===== config.mk =====
export PLATFORM = sky130hd
export DESIGN_NAME = cpu_top
export DESIGN_NICKNAME = d
export VERILOG_FILES = /design/src/rtl/cpu_pkg.sv /design/src/rtl/cpu_decode.sv /design/src/rtl/cpu_execute.sv /design/src/rtl/cpu_regfile.sv /design/src/rtl/cpu_control.sv /design/src/rtl/cpu_top.sv
export SDC_FILE = /design/constraint.sdc
export NUM_CORES = 2
export LEC_CHECK = 0
export ABC_AREA = 1
export BUFFER_PORTS_ARGS = -buffer_cell sky130_fd_sc_hd__buf_2
export CAP_MARGIN = 5
export CELL_PAD_IN_SITES_DETAIL_PLACEMENT = 0
export CELL_PAD_IN_SITES_GLOBAL_PLACEMENT = 1
export CORE_AREA = 4 4 464 375
export CTS_CLUSTER_DIAMETER = 30
export DETAILED_ROUTE_END_ITERATION = 10
export DIE_AREA = 0 0 468 379
export PLACE_DENSITY = 0.87
export REMOVE_ABC_BUFFERS = 1
export SLEW_MARGIN = 25
export SYNTH_ARGS = -nofsm -noshare
export SYNTH_HDL_FRONTEND = slang
export SYNTH_SLANG_ARGS = --single-unit

===== constraint.sdc =====
create_clock -name clk -period 8.8 [get_ports clk]
set_input_delay 0.44 -clock clk [delete_from_list [all_inputs] [get_ports clk]]
set_output_delay 0.44 -clock clk [all_outputs]
set_load 0.005 [all_outputs]

===== src/rtl/cpu_pkg.sv =====
`default_nettype none

package cpu_pkg;

    typedef logic [31:0] word_t;
    typedef logic [15:0] half_t;
    typedef logic [4:0]  reg_addr_t;
    typedef logic [3:0]  cond_t;     // equals the branch opcode
    typedef logic [3:0]  ccr_t;      // carry, negative, overflow, zero

    typedef enum logic [2:0] {
        mode_inh2   = 3'd0,
        mode_imm3   = 3'd1,
        mode_regind = 3'd2,
        mode_reg    = 3'd3,
        mode_inh    = 3'd4,
        mode_imm2   = 3'd5,
        mode_dir    = 3'd6,
        mode_imm3a  = 3'd7
    } mode_t;

    typedef enum logic [3:0] {
        alu_and = 4'd0,
        alu_or  = 4'd1,
        alu_add = 4'd2,
        alu_sub = 4'd3,
        alu_xor = 4'd4,
        alu_shl = 4'd5,
        alu_shr = 4'd6,
        alu_asr = 4'd7
    } alu_op_t;

    typedef enum logic [3:0] {
        i_nop, i_alu, i_cmp, i_unary, i_move, i_load_imm,
        i_branch, i_jump, i_load, i_store, i_illegal
    } instr_class_t;

    typedef enum logic [2:0] {
        st_fetch, st_exec, st_store, st_load, st_load2, st_fault
    } state_t;

    localparam word_t      reset_pc   = 32'hffc0_0000;  // monitor base
    localparam logic [1:0] fetch_wait = 2'd3;
    localparam word_t      pc_step    = 32'd2;

endpackage

`default_nettype wire


===== src/rtl/cpu_decode.sv =====
`timescale 1ns/1ps
`default_nettype none

module cpu_decode
    import cpu_pkg::*;
(
    input  word_t        ir,
    input  half_t        ext,
    output instr_class_t cls,
    output alu_op_t      alu_op,
    output cond_t        cond,
    output reg_addr_t    rd,
    output reg_addr_t    rs1,
    output reg_addr_t    rs2,
    output word_t        imm,
    output logic         src2_imm,
    output logic [1:0]   length
);

    mode_t      mode;
    logic [7:0] opcode;

    assign mode   = mode_t'(ir[31:29]);
    assign opcode = ir[31] ? ((mode == mode_inh) ? {ir[28:26], 5'b00000} : ir[28:21])
                           : {ir[28:26], ir[15:11]};
    assign cond   = opcode[3:0];
    assign rd     = ir[20:16];

    always_comb begin
        case (mode)
            mode_inh:              imm = 32'd1;  // step for inc and dec
            mode_imm2:             imm = (opcode == 8'h11) ? {16'h0000, ir[15:0]}
                                                           : {{16{ir[15]}}, ir[15:0]};
            mode_regind:           imm = {{21{ir[10]}}, ir[10:0]};
            mode_imm3:             imm = {{16{ext[15]}}, ext};
            mode_imm3a, mode_dir:  imm = {ir[15:0], ext};
            default:               imm = '0;
        endcase
    end

    always_comb begin
        cls      = i_illegal;
        alu_op   = alu_add;
        rs1      = ir[25:21];
        rs2      = ir[4:0];
        src2_imm = 1'b0;
        length   = 2'd2;
        case (mode)
            mode_inh: begin
                length = 2'd1;
                case (opcode)
                    8'h00: cls = i_nop;
                    8'h40: begin
                        cls    = i_cmp;
                        alu_op = alu_sub;
                        rs1    = ir[20:16];
                        rs2    = ir[25:21];
                    end
                    8'h60, 8'h80: begin
                        cls      = i_alu;
                        alu_op   = opcode[7] ? alu_sub : alu_add;
                        rs1      = ir[20:16];
                        src2_imm = 1'b1;
                    end
                    8'he0: cls = i_move;
                    default: cls = i_illegal;
                endcase
            end
            mode_inh2: begin
                if (opcode == 8'h02 || opcode == 8'h22) begin
                    cls    = i_unary;
                    alu_op = opcode[5] ? alu_sub : alu_xor;  // neg or com
                end
            end
            mode_imm2: begin
                if (opcode == 8'h10 || opcode == 8'h11) cls = i_load_imm;
                else if (opcode <= 8'h0b) cls = i_branch;
            end
            mode_reg, mode_imm3: begin
                length = (mode == mode_imm3) ? 2'd3 : 2'd2;
                if (opcode[7:3] == 5'b00000) begin
                    cls      = i_alu;
                    alu_op   = alu_op_t'(opcode[3:0]);
                    src2_imm = (mode == mode_imm3);
                end
            end
            mode_imm3a: begin
                length = 2'd3;
                if (opcode == 8'h00) cls = i_load_imm;
            end
            mode_regind, mode_dir: begin
                length = (mode == mode_dir) ? 2'd3 : 2'd2;
                rs2    = ir[20:16];  // store data
                case (opcode)
                    8'h02: cls = i_store;
                    8'h03: cls = i_load;
                    8'h0a: begin
                        if (mode == mode_regind) begin
                            cls      = i_alu;  // lda
                            src2_imm = 1'b1;
                        end
                    end
                    8'ha0: if (mode == mode_regind) cls = i_jump;
                    8'h80: if (mode == mode_dir) cls = i_jump;
                    default: cls = i_illegal;
                endcase
            end
            default: cls = i_illegal;
        endcase
    end

endmodule

`default_nettype wire


===== src/rtl/cpu_execute.sv =====
`timescale 1ns/1ps
`default_nettype none

module cpu_execute
    import cpu_pkg::*;
(
    input  instr_class_t cls,
    input  alu_op_t      alu_op,
    input  cond_t        cond,
    input  word_t        a,
    input  word_t        b,
    input  word_t        imm,
    input  logic         src2_imm,
    input  word_t        pc,
    input  ccr_t         flags,
    output word_t        result,
    output ccr_t         flags_out,
    output logic         branch_taken,
    output word_t        branch_target
);

    word_t       op2;
    word_t       alu_res;
    logic [32:0] sum;
    logic [32:0] diff;
    logic        carry;
    logic        overflow;
    logic        c;
    logic        n;
    logic        v;
    logic        z;
    logic        cond_ok;

    assign op2          = src2_imm ? imm : b;
    assign sum          = {1'b0, a} + {1'b0, op2};
    assign diff         = {1'b0, a} - {1'b0, op2};  // bit 32 is the borrow
    assign {c, n, v, z} = flags;

    always_comb begin
        case (alu_op)
            alu_and: alu_res = a & op2;
            alu_or:  alu_res = a | op2;
            alu_add: alu_res = sum[31:0];
            alu_sub: alu_res = diff[31:0];
            alu_xor: alu_res = a ^ op2;
            alu_shl: alu_res = a << op2[4:0];
            alu_shr: alu_res = a >> op2[4:0];
            alu_asr: alu_res = word_t'($signed(a) >>> op2[4:0]);
            default: alu_res = '0;
        endcase
    end

    always_comb begin
        carry    = 1'b0;
        overflow = 1'b0;
        if (cls == i_alu || cls == i_cmp) begin
            if (alu_op == alu_add) begin
                carry    = sum[32];
                overflow = (a[31] == op2[31]) && (sum[31] != a[31]);
            end else if (alu_op == alu_sub) begin
                carry    = diff[32];
                overflow = (a[31] != op2[31]) && (diff[31] != a[31]);
            end
        end
    end

    always_comb begin
        case (cls)
            i_alu, i_cmp:            result = alu_res;
            i_unary:                 result = (alu_op == alu_sub) ? 32'd0 - a : ~a;
            i_move:                  result = a;
            i_load_imm:              result = imm;
            i_load, i_store, i_jump: result = a + imm;  // effective address
            default:                 result = '0;
        endcase
    end

    assign flags_out = {carry, result[31], overflow, (result == 32'd0)};

    always_comb begin
        case (cond)
            4'd0:    cond_ok = 1'b1;
            4'd1:    cond_ok = z;
            4'd2:    cond_ok = ~z;
            4'd3:    cond_ok = ~(z | c);
            4'd4:    cond_ok = ~(z | (n ^ v));
            4'd5:    cond_ok = ~(n ^ v);
            4'd6:    cond_ok = z | (n ^ v);
            4'd7:    cond_ok = n ^ v;
            4'd8:    cond_ok = ~c;
            4'd9:    cond_ok = c;
            4'd10:   cond_ok = c | z;
            default: cond_ok = 1'b0;  // brn
        endcase
    end

    assign branch_taken  = (cls == i_branch) && cond_ok;
    assign branch_target = pc + imm;

endmodule

`default_nettype wire


===== src/rtl/cpu_regfile.sv =====
`timescale 1ns/1ps
`default_nettype none

module cpu_regfile
    import cpu_pkg::*;
(
    input  logic      clk,
    input  logic      rst_n,
    input  reg_addr_t rs1,
    input  reg_addr_t rs2,
    input  reg_addr_t rd,
    input  word_t     write_data,
    input  logic      write_en,
    output word_t     data1,
    output word_t     data2
);

    word_t regs [32];

    always_ff @(posedge clk or negedge rst_n) begin
        if (!rst_n) begin
            for (int i = 0; i < 32; i++) begin
                regs[i] <= '0;
            end
        end else if (write_en) begin
            regs[rd] <= write_data;
        end
    end

    assign data1 = regs[rs1];
    assign data2 = regs[rs2];

endmodule

`default_nettype wire


===== src/rtl/cpu_control.sv =====
`timescale 1ns/1ps
`default_nettype none

module cpu_control
    import cpu_pkg::*;
(
    input  logic         clk,
    input  logic         rst_n,
    input  half_t        data_in,
    input  instr_class_t cls,
    input  logic [1:0]   length,
    input  word_t        result,
    input  ccr_t         flags_out,
    input  logic         branch_taken,
    input  word_t        branch_target,
    input  word_t        rdata2,
    input  word_t        imm,
    output word_t        ir,
    output half_t        ext,
    output word_t        pc,
    output ccr_t         ccr,
    output word_t        addrbus,
    output half_t        data_out,
    output logic         write_out,
    output logic         write_en,
    output word_t        write_data
);

    state_t     state;
    logic [1:0] wait_cnt;
    logic [1:0] hw_cnt;
    word_t      mar;
    half_t      mdr;
    word_t      addr;
    logic       capture;
    logic       last_half;

    assign capture = (state == st_fetch) && (wait_cnt == 2'd1);
    // first halfword is not in ir yet, so its mode is taken from the bus
    assign last_half = (hw_cnt == 2'd0) ? (mode_t'(data_in[15:13]) == mode_inh)
                                        : (hw_cnt + 2'd1 == length);
    assign addr = (length == 2'd3) ? imm : result;  // dir forms are absolute

    assign addrbus  = (state == st_store || state == st_load || state == st_load2) ? mar : pc;
    assign data_out = mdr;
    assign write_en = (state == st_load2) ||
                      ((state == st_exec) && (cls == i_alu || cls == i_unary ||
                                              cls == i_move || cls == i_load_imm));
    assign write_data = (state == st_load2) ? {16'h0000, data_in} : result;

    always_ff @(posedge clk or negedge rst_n) begin
        if (!rst_n) begin
            state     <= st_fetch;
            wait_cnt  <= 2'd0;
            hw_cnt    <= 2'd0;
            pc        <= reset_pc;
            ccr       <= '0;
            write_out <= 1'b0;
        end else begin
            case (state)
                st_fetch: begin
                    if (wait_cnt == 2'd0) begin
                        wait_cnt <= fetch_wait;  // load cycle
                    end else begin
                        wait_cnt <= wait_cnt - 2'd1;
                        if (capture) begin
                            pc <= pc + pc_step;
                            if (last_half) begin
                                hw_cnt <= 2'd0;
                                state  <= st_exec;
                            end else begin
                                hw_cnt <= hw_cnt + 2'd1;
                            end
                        end
                    end
                end
                st_exec: begin
                    state <= st_fetch;
                    case (cls)
                        i_cmp: begin
                            if (wait_cnt == 2'd0) begin
                                wait_cnt <= 2'd2;
                                state    <= st_exec;
                            end else begin
                                wait_cnt <= wait_cnt - 2'd1;
                                if (wait_cnt == 2'd1) ccr <= flags_out;
                                else state <= st_exec;
                            end
                        end
                        i_branch: if (branch_taken) pc <= branch_target;
                        i_jump:   pc <= addr;
                        i_store: begin
                            write_out <= 1'b1;
                            state     <= st_store;
                        end
                        i_load:    state <= st_load;
                        i_illegal: state <= st_fault;
                        default:   state <= st_fetch;
                    endcase
                end
                st_store: begin
                    write_out <= 1'b0;
                    state     <= st_fetch;
                end
                st_load:  state <= st_load2;
                st_load2: state <= st_fetch;
                default:  state <= st_fault;  // fault holds
            endcase
        end
    end

    always_ff @(posedge clk) begin
        if (capture) begin
            case (hw_cnt)
                2'd0:    ir[31:16] <= data_in;
                2'd1:    ir[15:0]  <= data_in;
                default: ext       <= data_in;
            endcase
        end
        if (state == st_exec && (cls == i_store || cls == i_load)) begin
            mar <= addr;
        end
        if (state == st_exec && cls == i_store) begin
            mdr <= rdata2[15:0];
        end
    end

endmodule

`default_nettype wire


===== src/rtl/cpu_top.sv =====
`timescale 1ns/1ps
`default_nettype none

module cpu_top
    import cpu_pkg::*;
(
    input  logic  clk,
    input  logic  rst_n,
    output word_t addrbus,
    input  half_t data_in,
    output half_t data_out,
    output logic  write_out,
    output ccr_t  ccr
);

    word_t        ir;
    half_t        ext;
    word_t        pc;
    instr_class_t cls;
    alu_op_t      alu_op;
    cond_t        cond;
    reg_addr_t    rd;
    reg_addr_t    rs1;
    reg_addr_t    rs2;
    word_t        imm;
    logic         src2_imm;
    logic [1:0]   length;
    word_t        rdata1;
    word_t        rdata2;
    word_t        result;
    ccr_t         flags_out;
    logic         branch_taken;
    word_t        branch_target;
    logic         write_en;
    word_t        write_data;

    cpu_decode u_decode (
        .ir(ir), .ext(ext), .cls(cls), .alu_op(alu_op), .cond(cond), .rd(rd),
        .rs1(rs1), .rs2(rs2), .imm(imm), .src2_imm(src2_imm), .length(length)
    );

    cpu_execute u_execute (
        .cls(cls), .alu_op(alu_op), .cond(cond), .a(rdata1), .b(rdata2), .imm(imm),
        .src2_imm(src2_imm), .pc(pc), .flags(ccr), .result(result), .flags_out(flags_out),
        .branch_taken(branch_taken), .branch_target(branch_target)
    );

    cpu_regfile u_regfile (
        .clk(clk), .rst_n(rst_n), .rs1(rs1), .rs2(rs2), .rd(rd), .write_data(write_data),
        .write_en(write_en), .data1(rdata1), .data2(rdata2)
    );

    cpu_control u_control (
        .clk(clk), .rst_n(rst_n), .data_in(data_in), .cls(cls), .length(length),
        .result(result), .flags_out(flags_out), .branch_taken(branch_taken),
        .branch_target(branch_target), .rdata2(rdata2), .imm(imm), .ir(ir), .ext(ext),
        .pc(pc), .ccr(ccr), .addrbus(addrbus), .data_out(data_out), .write_out(write_out),
        .write_en(write_en), .write_data(write_data)
    );

endmodule

`default_nettype wire


==> results.ini <==
[timing]
finalCriticalPeriod_ns=8.64
period_share_pct=98.2
max_slew.worst_pin.slew_ns=1.16
rsz0062_at_grt=true
setup_violations=0
maxSlewViolCount=0
max_freq_mhz=116
fin_ws_ns=0.159
fin_skew_ns=0.108
holdWs_ns=0.112
hold_violations=0
maxSlewHeadroom_pct=22.7
fin_tns_setup_ns=0

[critical_path]
path_common_cell=nand2_1
crit_type=reg2reg
cp_max_fo=64
crit_buf_inv=6
endpoint_kind=flip-flop
crit_family=simple AND/OR/NAND/NOR gates
cp_slowest_cell=ha_1
cp_data_arrival_time_ns=9.35
required_ns=9.51
setup.worst_path.start_class=flip-flop
cp_slowest_stage_delay_ns=0.51

[placed_design]
preCtsSetupSlack_ns=-0.428
gp_congestion=1.07
dpl_cell_area_um2=82100
numPortBuffers=70
dpl.hpwl_mm=255
placed_cells=13400

[synthesis]
synth_edf_count=96
ys_types=72
synth_area_um2=79100
syn_inst=11600
ys_ff_latch=1164
synth_top_area_share_pct=33.5
synth_top_area_cell=dfrtp_1
ys_seq_area_share_pct=37.4
avgSynthCellArea_um2=6.82
synth_area_leaders=dfrtp_1 33%, nand2_1 17%, nand3_1 12%, o21ai_0 7.0%, edfxtp_1 3.6%
async_flop_share_pct=91.8
yosysWarnings=0
synthFlopType=dfrtp_1

[drt]
drt-total-wl_mm=395
firstDrtPassIters=8
via_per_inst=6.38
highest_layer=met5
drc=0
detail-route-antenna-nets=0
dr_wl_met2_mm=156
num_vias=89100
drt_iter0_markers=15200
avgRoutedWirePerCell_um=28.3
route.met3.wl_mm=53.1
met1Wirelength_mm=166

[die]
coreArea_um2=169000
die-width_um=468
dieArea_um2=177000
initial_utilization_pct=46.9
fp.dieH_um=379
rows=135
pin_count=71

[outcome]
status=finished clean

[power]
share_comb_of_total_power_pct=58.3
switchingPower_mw=22.8
p_sw_share_pct=52.4
total_power_mw=43.5
p_int_mw=20.7
ir_worst_vdd_mv=0.496
power_density_nw_per_um2=471
clockPowerShare_pct=24.7
p_leak_nw=43.2
power_frac_seq_pct=17.0

[cells_and_area]
final_common_cell=nand2_1
fin_util_pct=54.8
final_cell_mix=3,614 x nand2_1, 1,912 x nand3_1, 1,085 x o21ai_0
finalNonFillerCells=14000
design_area_um2=92400
syn2layout_area_growth_pct=16.8
nNetsFinal=11700
drive_above_1_share_pct=9.97

[grt]
gr-total-overflow=0
grt_start_max_net_pins=169
grt_usage_pct=43.0
grt_pass1_vias=81000
grt_pass1_wl_mm=566
antenna_found_initial=25

[clocking]
cts_tree=yes
clock_sinks=1164
cts_buffers=287
cts_buffer_depth=4
root_buffer=clkbuf_16
clk_latency_ns=0.93
h-tree-depth=5
cts.clk_slew.worst_paths_ns=0.05

[job]
cap_viol_max_count=0

[hold_path]
min_path_type=in2async

==> layer usage <==
metal  vias to the layer above  track usage (%)
met5                         -                0
met4                        14             19.8
met3                      1171             11.8
met2                      6442             58.5
met1                     42500             62.6
li1                      38900                -
==> Yosys cell counts (all sizes together) (3+ instances only) <==
master,instances
nand2,3690
nand3,1942
o21ai,1554
dfrtp,1058
inv,637
buf,472
nor2,467
clkbuf,404
a21oi,371
ha,161
o211ai,157
edfxtp,96
o22ai,87
nand4,64
nor3,64
xor2,56
a32o,37
nand3b,32
a31oi,31
a22oi,30
o221ai,29
xnor2,17
a221oi,16
o21bai,14
a211oi,13
a21boi,12
or2,11
dfstp,10
o21a,10
nor4,9
clkinv,8
o31ai,7
a21o,6
o2111ai,5
fa,3
nor3b,3
o41ai,3
==> timing repair <==
item	in CTS	in global routing
resized for setup	2	42
hold buffers	17	0
endpoints found under the hold margin	124	0
buffers inserted	0	3
pin swaps	0	1
gates cloned	0	5
endpoints found under the setup margin	35	476
==> power groups by stage <==
stage / clock network (mW) / logic (mW) / registers (mW)
detailed placement: 0 / 24.0 / 7.40
global route: 11.1 / 26.8 / 7.49
floorplan: 0 / 14.1 / 7.17
global placement: 0 / 24.0 / 7.37
finish: 10.7 / 25.4 / 7.39
CTS: 10.8 / 24.2 / 7.34
==> logic make-up after synthesis <==
kind of cell	share of synthesized area [%]
compound gates	16.9
xor+xnor	0.808
fa+ha+maj	2.62
buf+inv	8.34
flops	37.4
mux	0.0285
simple gates	33.9
==> registers in the layout, indices dropped and copies added (netlist names) <==
register	flops
u_regfile.regs	1024
u_control.state	3
u_control.write_out	1
u_control.ir	32
u_control.data_out	16
u_control.hw_cnt	2
u_control.pc	32
u_control.wait_cnt	2
u_control.ccr	4
u_control.ext	16
u_control.mar	32
==> worst reg2reg max path, delay by kind of cell, from the launching register on <==
family	cells	cell delay, ns
AND/OR/NAND/NOR	20	3.32
AO/OA/AOI/OAI	9	2.27
buffers and inverters	6	1.93
adder cells (fa/ha/maj)	1	0.52
flip-flops	1	0.46
==> final timing paths <==
path / end / cells after the start / startpoint / slack (ns)
max: u_regfile.regs[991]$_DFFE_PN0P_ / 36 / u_control.ir[29]$_DFFE_PP_ / 0.16
min: u_regfile.regs[311]$_DFFE_PN0P_ / 2 / rst_n / 0.11
max reg2reg: u_regfile.regs[991]$_DFFE_PN0P_ / 36 / u_control.ir[29]$_DFFE_PP_ / 0.16
min reg2reg: u_regfile.regs[26]$_DFFE_PN0P_ / 2 / u_regfile.regs[26]$_DFFE_PN0P_ / 0.48
max in group asynchronous: u_control.write_out$_DFFE_PN0P_ / 5 / rst_n / 6.51
min in group clk: u_control.ir[28]$_DFFE_PP_ / 2 / data_in[12] / 0.36
==> final cells by class <==
| class | count | area [um^2] |
|---|---|---|
| clock inverter | 144 | 1780 |
| sequential | 1164 | 29600 |
| inverter | 645 | 2450 |
| tap | 2260 | 2830 |
| fill | 16200 | 76300 |
| clock buffer | 358 | 7970 |
| multi-input combinational | 8922 | 43600 |
| antenna | 20 | 50.0 |
| timing repair buffer | 453 | 4070 |
No activity file was read; power rests on OpenSTA's default activity.
